**src/logic/mul_pkg.sv**
```systemverilog
// shared widths, latencies and types for the multiplier; widths are fixed at 32 by 32
package mul_pkg;

  // ====================
  // widths
  // ====================

  // width of each operand at the unit boundary
  localparam int op_w = 32;

  // the core splits every operand into two halves of this width
  localparam int half_w = 16;

  // full product width, twice the operand width
  localparam int prod_w = 64;

  // ====================
  // latencies
  // ====================

  // ce-enabled edges from the core inputs to its unsigned product
  localparam int core_latency = 6;

  // operand stage, core and result stage together
  // a sample accepted at one enabled edge shows up this many enabled edges later
  localparam int unit_latency = 8;

  // ====================
  // types
  // ====================

  // operands are unsigned magnitudes once they leave the operand stage
  typedef logic [op_w-1:0] operand_t;

  // unsigned product as it leaves the core, later the signed result
  typedef logic [prod_w-1:0] product_t;

  // product of two halves, the payload of the z0 and z2 alignment lines
  typedef logic [2*half_w-1:0] half_prod_t;

endpackage
```
**src/logic/mul_op_if.sv**
```systemverilog
// conditioned operands from the operand stage to the core; magnitudes are unsigned, neg holds the sign
`timescale 1ns/100ps

interface mul_op_if;

  // the operand at this stage is meaningful only while valid is high
  logic valid;

  // unsigned magnitudes of the two operands
  mul_pkg::operand_t a_mag;
  mul_pkg::operand_t b_mag;

  // high when the final product must be negated
  // it rides alongside the data through the core
  logic neg;

  // the operand stage drives every signal
  modport prep_side (
    output valid,
    output a_mag,
    output b_mag,
    output neg
  );

  // the core only reads
  modport core_side (
    input valid,
    input a_mag,
    input b_mag,
    input neg
  );

endinterface

```
**src/logic/mul32_unit.sv**
```systemverilog
// pipelined 32 by 32 multiplier, 8 ce-cycles of latency; ce stalls everything and there is no ready
`timescale 1ns/100ps

module mul32_unit (
  input  logic              clk,
  input  logic              reset,
  input  logic              ce,
  input  logic              in_valid,
  input  logic              is_signed,
  input  mul_pkg::operand_t a,
  input  mul_pkg::operand_t b,
  output logic              out_valid,
  output mul_pkg::product_t product
);

  // conditioned operands between the operand stage and the core
  mul_op_if u_op_if ();

  // unsigned core result with its flags
  logic              core_valid;
  logic              core_neg;
  mul_pkg::product_t core_p;

  // ====================
  // pipeline
  // ====================

  // magnitudes and the negate flag, one stage
  operand_prep u_operand_prep (
    .clk       (clk),
    .reset     (reset),
    .ce        (ce),
    .in_valid  (in_valid),
    .is_signed (is_signed),
    .a         (a),
    .b         (b),
    .op        (u_op_if.prep_side)
  );

  // unsigned Karatsuba multiply, six stages
  karatsuba_mul32 u_core (
    .clk   (clk),
    .reset (reset),
    .ce    (ce),
    .op    (u_op_if.core_side),
    .valid (core_valid),
    .neg   (core_neg),
    .p     (core_p)
  );

  // sign applied to the product, one stage
  product_fix u_product_fix (
    .clk       (clk),
    .reset     (reset),
    .ce        (ce),
    .valid     (core_valid),
    .neg       (core_neg),
    .p         (core_p),
    .out_valid (out_valid),
    .product   (product)
  );

endmodule

```
**src/logic/product_fix.sv**
```systemverilog
// result stage with one ce-cycle of latency; the sign decision comes in as neg and is not re-derived
`timescale 1ns/100ps

module product_fix (
  input  logic              clk,
  input  logic              reset,
  input  logic              ce,
  input  logic              valid,
  input  logic              neg,
  input  mul_pkg::product_t p,
  output logic              out_valid,
  output mul_pkg::product_t product
);

  // negated form of the unsigned product
  mul_pkg::product_t p_neg;

  // selected value ahead of the register
  mul_pkg::product_t p_sel;

  // ====================
  // sign application
  // ====================

  // 64-bit two's complement, exact for every product of two 32-bit magnitudes
  assign p_neg = -p;

  // neg is low for every unsigned operation, so the product passes unchanged
  assign p_sel = neg ? p_neg : p;

  // ====================
  // output registers
  // ====================

  // out_valid follows the core valid one enabled edge later
  always_ff @(posedge clk) begin
    if (reset) begin
      out_valid <= 1'b0;
    end else if (ce) begin
      out_valid <= valid;
    end
  end

  // product holds its last value while ce is low or no result is present
  always_ff @(posedge clk) begin
    if (ce) begin
      product <= p_sel;
    end
  end

endmodule

```
**src/logic/karatsuba_mul32.sv**
```systemverilog
// unsigned 32 by 32 Karatsuba core with six ce-cycles of latency; sign handling stays outside
`timescale 1ns/100ps

module karatsuba_mul32 (
  input  logic               clk,
  input  logic               reset,
  input  logic               ce,
  mul_op_if.core_side        op,
  output logic               valid,
  output logic               neg,
  output mul_pkg::product_t  p
);

  // halves of the incoming magnitudes
  logic [mul_pkg::half_w-1:0] a_hi;
  logic [mul_pkg::half_w-1:0] a_lo;
  logic [mul_pkg::half_w-1:0] b_hi;
  logic [mul_pkg::half_w-1:0] b_lo;

  // stage 1, the half differences keep a borrow bit as their sign
  logic [mul_pkg::half_w:0] a_diff_s1;
  logic [mul_pkg::half_w:0] b_diff_s1;
  mul_pkg::operand_t        a_s1;
  mul_pkg::operand_t        b_s1;

  // negated differences, the low half_w bits become the magnitudes
  logic [mul_pkg::half_w:0] a_diff_neg;
  logic [mul_pkg::half_w:0] b_diff_neg;

  // stage 2
  logic [mul_pkg::half_w-1:0] a_dmag_s2;
  logic [mul_pkg::half_w-1:0] b_dmag_s2;
  logic                       dsgn_s2;
  mul_pkg::operand_t          a_s2;
  mul_pkg::operand_t          b_s2;

  // stage 3, the three products
  mul_pkg::half_prod_t z2_s3;
  mul_pkg::half_prod_t z0_s3;
  mul_pkg::half_prod_t pm_s3;
  logic                dsgn_s3;

  // stage 4, one extra bit covers the carry of z0 plus z2
  logic [mul_pkg::op_w:0] mid_s4;
  logic [mul_pkg::op_w:0] zs_s4;

  // stage 5
  logic [mul_pkg::op_w:0] z1_s5;

  // z0 and z2 after alignment with z1
  mul_pkg::half_prod_t z2_s5;
  mul_pkg::half_prod_t z0_s5;

  // stage 6
  mul_pkg::product_t p_s6;

  assign a_hi = op.a_mag[mul_pkg::op_w-1:mul_pkg::half_w];
  assign a_lo = op.a_mag[mul_pkg::half_w-1:0];
  assign b_hi = op.b_mag[mul_pkg::op_w-1:mul_pkg::half_w];
  assign b_lo = op.b_mag[mul_pkg::half_w-1:0];

  // ====================
  // stages 1 and 2
  // ====================

  // the differences run in opposite directions for a and b
  // so their product plus z0 plus z2 gives the middle term directly
  always_ff @(posedge clk) begin
    if (ce) begin
      a_diff_s1 <= {1'b0, a_lo} - {1'b0, a_hi};
      b_diff_s1 <= {1'b0, b_hi} - {1'b0, b_lo};
      a_s1      <= op.a_mag;
      b_s1      <= op.b_mag;
    end
  end

  assign a_diff_neg = -a_diff_s1;
  assign b_diff_neg = -b_diff_s1;

  // a magnitude always fits in half_w bits, even for a difference of -65535
  always_ff @(posedge clk) begin
    if (ce) begin
      a_dmag_s2 <= a_diff_s1[mul_pkg::half_w] ? a_diff_neg[mul_pkg::half_w-1:0]
                                              : a_diff_s1[mul_pkg::half_w-1:0];
      b_dmag_s2 <= b_diff_s1[mul_pkg::half_w] ? b_diff_neg[mul_pkg::half_w-1:0]
                                              : b_diff_s1[mul_pkg::half_w-1:0];
      dsgn_s2   <= a_diff_s1[mul_pkg::half_w] ^ b_diff_s1[mul_pkg::half_w];
      a_s2      <= a_s1;
      b_s2      <= b_s1;
    end
  end

  // ====================
  // stage 3
  // ====================

  // three 16 by 16 multiplies in place of four
  // the 32-bit target widens the operands so nothing is lost
  always_ff @(posedge clk) begin
    if (ce) begin
      z2_s3   <= a_s2[mul_pkg::op_w-1:mul_pkg::half_w] * b_s2[mul_pkg::op_w-1:mul_pkg::half_w];
      z0_s3   <= a_s2[mul_pkg::half_w-1:0] * b_s2[mul_pkg::half_w-1:0];
      pm_s3   <= a_dmag_s2 * b_dmag_s2;
      dsgn_s3 <= dsgn_s2;
    end
  end

  // ====================
  // stages 4 and 5
  // ====================

  // the negation runs in 33 bits so a zero middle product with its sign set stays zero
  always_ff @(posedge clk) begin
    if (ce) begin
      mid_s4 <= dsgn_s3 ? -{1'b0, pm_s3} : {1'b0, pm_s3};
      zs_s4  <= {1'b0, z0_s3} + {1'b0, z2_s3};
    end
  end

  // z1 is the sum of the cross products, below 2**33, so the wrap of the signed add is harmless
  always_ff @(posedge clk) begin
    if (ce) begin
      z1_s5 <= zs_s4 + mid_s4;
    end
  end

  // z0 and z2 wait two stages while the middle term is formed
  delay_line #(
    .payload_t (mul_pkg::half_prod_t),
    .depth     (2)
  ) u_z2_line (
    .clk   (clk),
    .reset (reset),
    .ce    (ce),
    .d     (z2_s3),
    .q     (z2_s5)
  );

  delay_line #(
    .payload_t (mul_pkg::half_prod_t),
    .depth     (2)
  ) u_z0_line (
    .clk   (clk),
    .reset (reset),
    .ce    (ce),
    .d     (z0_s3),
    .q     (z0_s5)
  );

  // ====================
  // stage 6
  // ====================

  // z2 and z0 sit side by side, the middle term lands half_w bits up
  always_ff @(posedge clk) begin
    if (ce) begin
      p_s6 <= {z2_s5, z0_s5}
            + {{(mul_pkg::prod_w - mul_pkg::op_w - mul_pkg::half_w - 1){1'b0}},
               z1_s5, {mul_pkg::half_w{1'b0}}};
    end
  end

  assign p = p_s6;

  // ====================
  // flag tracking
  // ====================

  // valid and neg follow the data through all six stages
  delay_line #(
    .payload_t (logic),
    .depth     (mul_pkg::core_latency)
  ) u_valid_line (
    .clk   (clk),
    .reset (reset),
    .ce    (ce),
    .d     (op.valid),
    .q     (valid)
  );

  delay_line #(
    .payload_t (logic),
    .depth     (mul_pkg::core_latency)
  ) u_neg_line (
    .clk   (clk),
    .reset (reset),
    .ce    (ce),
    .d     (op.neg),
    .q     (neg)
  );

endmodule

```
**src/logic/operand_prep.sv**
```systemverilog
// operand stage with one ce-cycle of latency; the most negative value passes as its unsigned pattern
`timescale 1ns/100ps

module operand_prep (
  input  logic              clk,
  input  logic              reset,
  input  logic              ce,
  input  logic              in_valid,
  input  logic              is_signed,
  input  mul_pkg::operand_t a,
  input  mul_pkg::operand_t b,
  mul_op_if.prep_side       op
);

  // an operand counts as negative only in signed mode
  logic a_neg;
  logic b_neg;

  // two's-complement magnitudes before the register
  mul_pkg::operand_t a_abs;
  mul_pkg::operand_t b_abs;

  // registered stage outputs
  logic              valid_q;
  logic              neg_q;
  mul_pkg::operand_t a_mag_q;
  mul_pkg::operand_t b_mag_q;

  // ====================
  // sign handling
  // ====================

  assign a_neg = is_signed & a[mul_pkg::op_w-1];
  assign b_neg = is_signed & b[mul_pkg::op_w-1];

  // negating 32'h8000_0000 gives the same pattern, which is the right unsigned magnitude
  assign a_abs = a_neg ? -a : a;
  assign b_abs = b_neg ? -b : b;

  // ====================
  // registers
  // ====================

  // the product is negative when exactly one operand is negative
  always_ff @(posedge clk) begin
    if (reset) begin
      valid_q <= 1'b0;
      neg_q   <= 1'b0;
    end else if (ce) begin
      valid_q <= in_valid;
      neg_q   <= a_neg ^ b_neg;
    end
  end

  // magnitudes carry no meaning while valid_q is low
  always_ff @(posedge clk) begin
    if (ce) begin
      a_mag_q <= a_abs;
      b_mag_q <= b_abs;
    end
  end

  // hand the registered values to the core
  assign op.valid = valid_q;
  assign op.neg   = neg_q;
  assign op.a_mag = a_mag_q;
  assign op.b_mag = b_mag_q;

endmodule

```
**src/logic/delay_line.sv**
```systemverilog
// shift register of depth stages (depth of at least 1); all stages move on ce and clear on reset
`timescale 1ns/100ps

module delay_line #(
  parameter type payload_t = logic,
  parameter int depth = 1
) (
  input  logic     clk,
  input  logic     reset,
  input  logic     ce,
  input  payload_t d,
  output payload_t q
);

  // stage 0 takes d, the last stage drives q
  payload_t stage [depth];

  // ====================
  // shift chain
  // ====================

  // every stage holds while ce is low, so the line freezes with the rest of the pipeline
  always_ff @(posedge clk) begin
    if (reset) begin
      for (int i = 0; i < depth; i++) begin
        stage[i] <= '0;
      end
    end else if (ce) begin
      stage[0] <= d;
      // each later stage takes the value of the stage before it
      for (int i = 1; i < depth; i++) begin
        stage[i] <= stage[i-1];
      end
    end
  end

  // output is the oldest entry in the chain
  assign q = stage[depth-1];

endmodule

```
**config.mk**
```make
export PLATFORM = sky130hd
export DESIGN_NAME = mul32_unit
export DESIGN_NICKNAME = d
export VERILOG_FILES = /design/src/logic/mul_pkg.sv /design/src/logic/mul_op_if.sv /design/src/logic/mul32_unit.sv /design/src/logic/product_fix.sv /design/src/logic/karatsuba_mul32.sv /design/src/logic/operand_prep.sv /design/src/logic/delay_line.sv
export SDC_FILE = /design/constraint.sdc
export NUM_CORES = 2
export LEC_CHECK = 0
export BUFFER_PORTS_ARGS = -buffer_cell sky130_fd_sc_hd__buf_4
export CAP_MARGIN = 25
export CORE_UTILIZATION = 60
export CTS_BUF_LIST = sky130_fd_sc_hd__clkbuf_8
export CTS_CLUSTER_DIAMETER = 150
export CTS_CLUSTER_SIZE = 16
export DETAILED_ROUTE_END_ITERATION = 6
export PLACE_DENSITY = 0.83
export SLEW_MARGIN = 10
export SYNTH_ARGS = -nofsm -noshare
export SYNTH_HDL_FRONTEND = slang
export SYNTH_HIERARCHICAL = 1
export SYNTH_SLANG_ARGS = --single-unit
```
**constraint.sdc**
```tcl
create_clock -name clk -period 14.9 [get_ports clk]
set_clock_uncertainty 0.05 [all_clocks]
set_input_delay 0 -clock clk [delete_from_list [all_inputs] [get_ports clk]]
set_output_delay 0 -clock clk [all_outputs]
set_load 0.02 [all_outputs]
```
==> flow_summary.toml <==
[logic_synthesis]
yosys.area.top_type = "sky130_fd_sc_hd__edfxtp_1"
ys_ff_latch = 726
postSynthCellCount = 5421
asyncSetResetFlopFracSynth = 0
synth_cell_type_count = 88
synthesis.area_per_instance_um2 = 11.04
synth_area_in_compound_gates = 0.07936
synth_top_cells_by_area = "sky130_fd_sc_hd__edfxtp_1, sky130_fd_sc_hd__fa_1, sky130_fd_sc_hd__ha_1, sky130_fd_sc_hd__inv_1, sky130_fd_sc_hd__xnor2_1"
synth.top_cell.area_share = 0.3629
post_synth_mux_area_share = 0.0003346
area_share_of_xor_xnor_cells_in_the_synthesized_design = 0.05665
post_synthesis_simple_gate_area_fraction = 0.1401
main_combinational_cell_family_by_area_after_synthesis = "adder cells"
post_synth_instance_area_um2 = 59830
synthesis_warning_total = 6
share_of_synthesized_cell_area_in_full_adder_half_adder_and_majority_cells = 0.2899
synth_edf_count = 723
yosysSeqAreaShare = 0.3639
syn_nets = 6524
ys_dominant_reg_cell = "sky130_fd_sc_hd__edfxtp_1"

[timing]
finalSetupTns_ns = 0
min_period_over_period = 0.4836
final.min_clock_period_ns = 7.206
timing_max_transition_violations_final = 0
maximum_achievable_frequency_mhz = 138.8
grt_setup_unrepaired = "no"
layout_setup_ws_ns = 7.694
fin_hold_ws_ns = 0.1650
worst_slew_margin_rel = 0.3585
worst-slew-pin-transition_ns = 0.9623
setup_violations = 0
number_of_hold_violations_in_the_final_report = 0

[clock_tree]
insertion_delay_ns = 0.74
cts.repair_timing.setup_buffer_count = 0
htree_levels = 2
clk_path_buf_depth = 3
clock-root-buffer = "sky130_fd_sc_hd__clkbuf_8"
clk_pin_slew_worst_paths_ns = 0.11
cts_tree = "done"
total_cts_buffers = 52
clock-sinks = 726

[detailed_routing]
postRouteWirelength_um = 133500
wl_per_cell_um = 19.59
via_per_inst = 5.729
drt-pass1-iter-count = 5
via_count = 39050
drtAntennaViolNets = 0
detail_route.iter0.violations = 2977
drc_errors = 0

[final_layout]
drive_above_1_share = 0.04744
fin_nets = 6613
layout-area-overhead-vs-synth_pct = 5.945

[worst_setup_path]
sort_of_element_at_the_end_of_the_critical_path = "flop"
path_max_fanout = 16
setup.worst_path.start_class = "flop"
timing.critical_path.required_ns = 15.33
worstPathArrival_ns = 7.64
timing_worst_setup_path_type = "flop to flop"

[floorplan]
floorplan.rows = 115
design.core.area_um2 = 98560
die_span_x_um = 317.8
floorplan.initialDensity = 0.6070
die_area_um2 = 101000
chipHeight_um = 317.8
top_level_ports = 134

[grt]
wire_length_of_the_first_global_routing_pass_um = 212300
first_global_vias = 39790
grt.overflow.total = 0
grt_max_degree = 180
track_usage = 0.2660
antenna_violations_before_repair = 6

[status]
run_status = "finished clean"

[placement]
place_congestion = 0.9202
buffer_ports.inserted = 133
place.detailed.hpwl_um = 102100
dp_worst_setup_slack_ns = 7.697

[run]
max_cap_violations = 0

[hold_path]
holdCritPathClass = "primary input to flop"
==> cell families after synthesis <==
kind of cell,after synthesis
buffers and inverters,1008
adders and majority gates,1034
xor gates and xnor gates,387
muxes,2
and+or+nand+nor,1552
AOI/OAI and AO/OA,712
DFF,726
==> placed cells by master (no fill, tap or decap), drive strengths merged, types with 33 or more instances in the layout <==
| cell | instances |
|---|---|
| inv | 784 |
| edfxtp | 723 |
| fa | 587 |
| nand2 | 557 |
| ha | 447 |
| and2 | 365 |
| xnor2 | 276 |
| a21oi | 188 |
| nor2 | 146 |
| buf | 145 |
| and3b | 141 |
| o21ai | 133 |
| dlygate4sd3 | 128 |
| xor2 | 111 |
| a21o | 95 |
| nor3 | 57 |
| o31ai | 54 |
| clkbuf | 52 |
| a31oi | 46 |
| nand3 | 42 |
| or3 | 38 |
| nand2b | 33 |
==> timing repair <==
item | in CTS | in global routing
gates resized for setup | 0 | 0
hold endpoints to repair | 216 | 0
hold buffers | 128 | 0
==> synthesized netlist by cell type, types with 10 or more instances <==
| master | count |
|---|---|
| sky130_fd_sc_hd__inv_1 | 770 |
| sky130_fd_sc_hd__edfxtp_1 | 723 |
| sky130_fd_sc_hd__fa_1 | 587 |
| sky130_fd_sc_hd__nand2_1 | 557 |
| sky130_fd_sc_hd__ha_1 | 447 |
| sky130_fd_sc_hd__and2_1 | 365 |
| sky130_fd_sc_hd__xnor2_1 | 276 |
| sky130_fd_sc_hd__a21oi_1 | 188 |
| sky130_fd_sc_hd__nor2_1 | 146 |
| sky130_fd_sc_hd__and3b_1 | 141 |
| sky130_fd_sc_hd__clkbuf_1 | 137 |
| sky130_fd_sc_hd__o21ai_0 | 133 |
| sky130_fd_sc_hd__xor2_1 | 111 |
| sky130_fd_sc_hd__a21o_1 | 95 |
| sky130_fd_sc_hd__buf_4 | 65 |
| sky130_fd_sc_hd__nor3_1 | 57 |
| sky130_fd_sc_hd__a31oi_1 | 46 |
| sky130_fd_sc_hd__nand3_1 | 42 |
| sky130_fd_sc_hd__o31ai_1 | 42 |
| sky130_fd_sc_hd__or3_1 | 36 |
| sky130_fd_sc_hd__nand2b_1 | 33 |
| sky130_fd_sc_hd__nand4_1 | 30 |
| sky130_fd_sc_hd__o21a_1 | 29 |
| sky130_fd_sc_hd__o21bai_1 | 28 |
| sky130_fd_sc_hd__nor4_1 | 23 |
| sky130_fd_sc_hd__or4_1 | 23 |
| sky130_fd_sc_hd__a211oi_1 | 22 |
| sky130_fd_sc_hd__nor2b_1 | 22 |
| sky130_fd_sc_hd__o41ai_1 | 21 |
| sky130_fd_sc_hd__or2_2 | 19 |
| sky130_fd_sc_hd__buf_6 | 17 |
| sky130_fd_sc_hd__buf_2 | 15 |
| sky130_fd_sc_hd__and3_1 | 12 |
| sky130_fd_sc_hd__a21boi_0 | 11 |
| sky130_fd_sc_hd__o211ai_1 | 10 |
==> cell type report <==
cell class	count	area [um^2]
fillers	7387	35180
clock buffers	52	715.7
repair buffers	273	2402
well taps	1287	1610
inverters	770	2890
flip-flops and latches	726	21770
clock inverters	15	98.84
multi-input cells	3687	33890
diodes	6	15.01
==> critical path, stage by stage, from the launching register on <==
cell	delay [ns]
sky130_fd_sc_hd__edfxtp_1	0.68
sky130_fd_sc_hd__and2_1	0.30
sky130_fd_sc_hd__fa_1	0.53
sky130_fd_sc_hd__inv_1	0.06
sky130_fd_sc_hd__fa_1	0.51
sky130_fd_sc_hd__fa_1	0.53
sky130_fd_sc_hd__inv_1	0.06
sky130_fd_sc_hd__fa_1	0.47
sky130_fd_sc_hd__fa_1	0.55
sky130_fd_sc_hd__inv_1	0.05
sky130_fd_sc_hd__fa_1	0.54
sky130_fd_sc_hd__inv_1	0.05
sky130_fd_sc_hd__ha_1	0.35
sky130_fd_sc_hd__a21o_1	0.18
sky130_fd_sc_hd__a31oi_1	0.33
sky130_fd_sc_hd__a211oi_1	0.18
sky130_fd_sc_hd__o41ai_1	0.64
sky130_fd_sc_hd__nor4_1	0.12
sky130_fd_sc_hd__or4_1	0.52
sky130_fd_sc_hd__a21oi_1	0.19
sky130_fd_sc_hd__xnor2_1	0.08
==> path summary, 6_finish.rpt <==
check | start | endpoint | slack [ns] | cells after the start
setup / recovery | u_core/a_s2[7] | u_core/z0_s3[31] | 7.69 | 20
hold / removal | a[4] | u_operand_prep/op.a_mag[4] | 0.16 | 3
setup reg to reg | u_core/a_s2[7] | u_core/z0_s3[31] | 7.69 | 20
hold reg to reg | u_core/a_s1[2] | u_core/a_s2[2] | 0.37 | 0
==> metrics by stage <==
| stage | instances | area (um^2) | util |
|---|---|---|---|
| CTS | 6810 | 63370 | 0.6430 |
| detailed placement | 6615 | 61280 | 0.6217 |
| global route | 6814 | 63380 | 0.6431 |
| finish | 6816 | 63390 | 0.6431 |
| global placement | 6615 | 61280 | 0.6217 |
| floorplan | 5421 | 59830 | - |
==> flip-flops by register name, indices dropped and copies added, names as in the netlist, 33 cells and up <==
signal / count
u_core/p: 64
u_core/u_z0_line/stage: 64
u_core/u_z2_line/stage: 64
u_product_fix/product: 64
u_core/mid_s4: 33
u_core/z1_s5: 33
u_core/zs_s4: 33
==> per-layer routing <==
| metal | vias to the layer above | global-route usage | routed length (um) |
|---|---|---|---|
| met5 | - | 0 | 0 |
| met2 | 1434 | 0.4460 | 64050 |
| met4 | 0 | 0.1008 | 5161 |
| met1 | 19140 | 0.3482 | 55020 |
| met3 | 232 | 0.04331 | 9274 |
| li1 | 18250 | - | - |
Power is not shown: default switching activity piles up to over one toggle a cycle in this logic, so the estimate is an artifact.
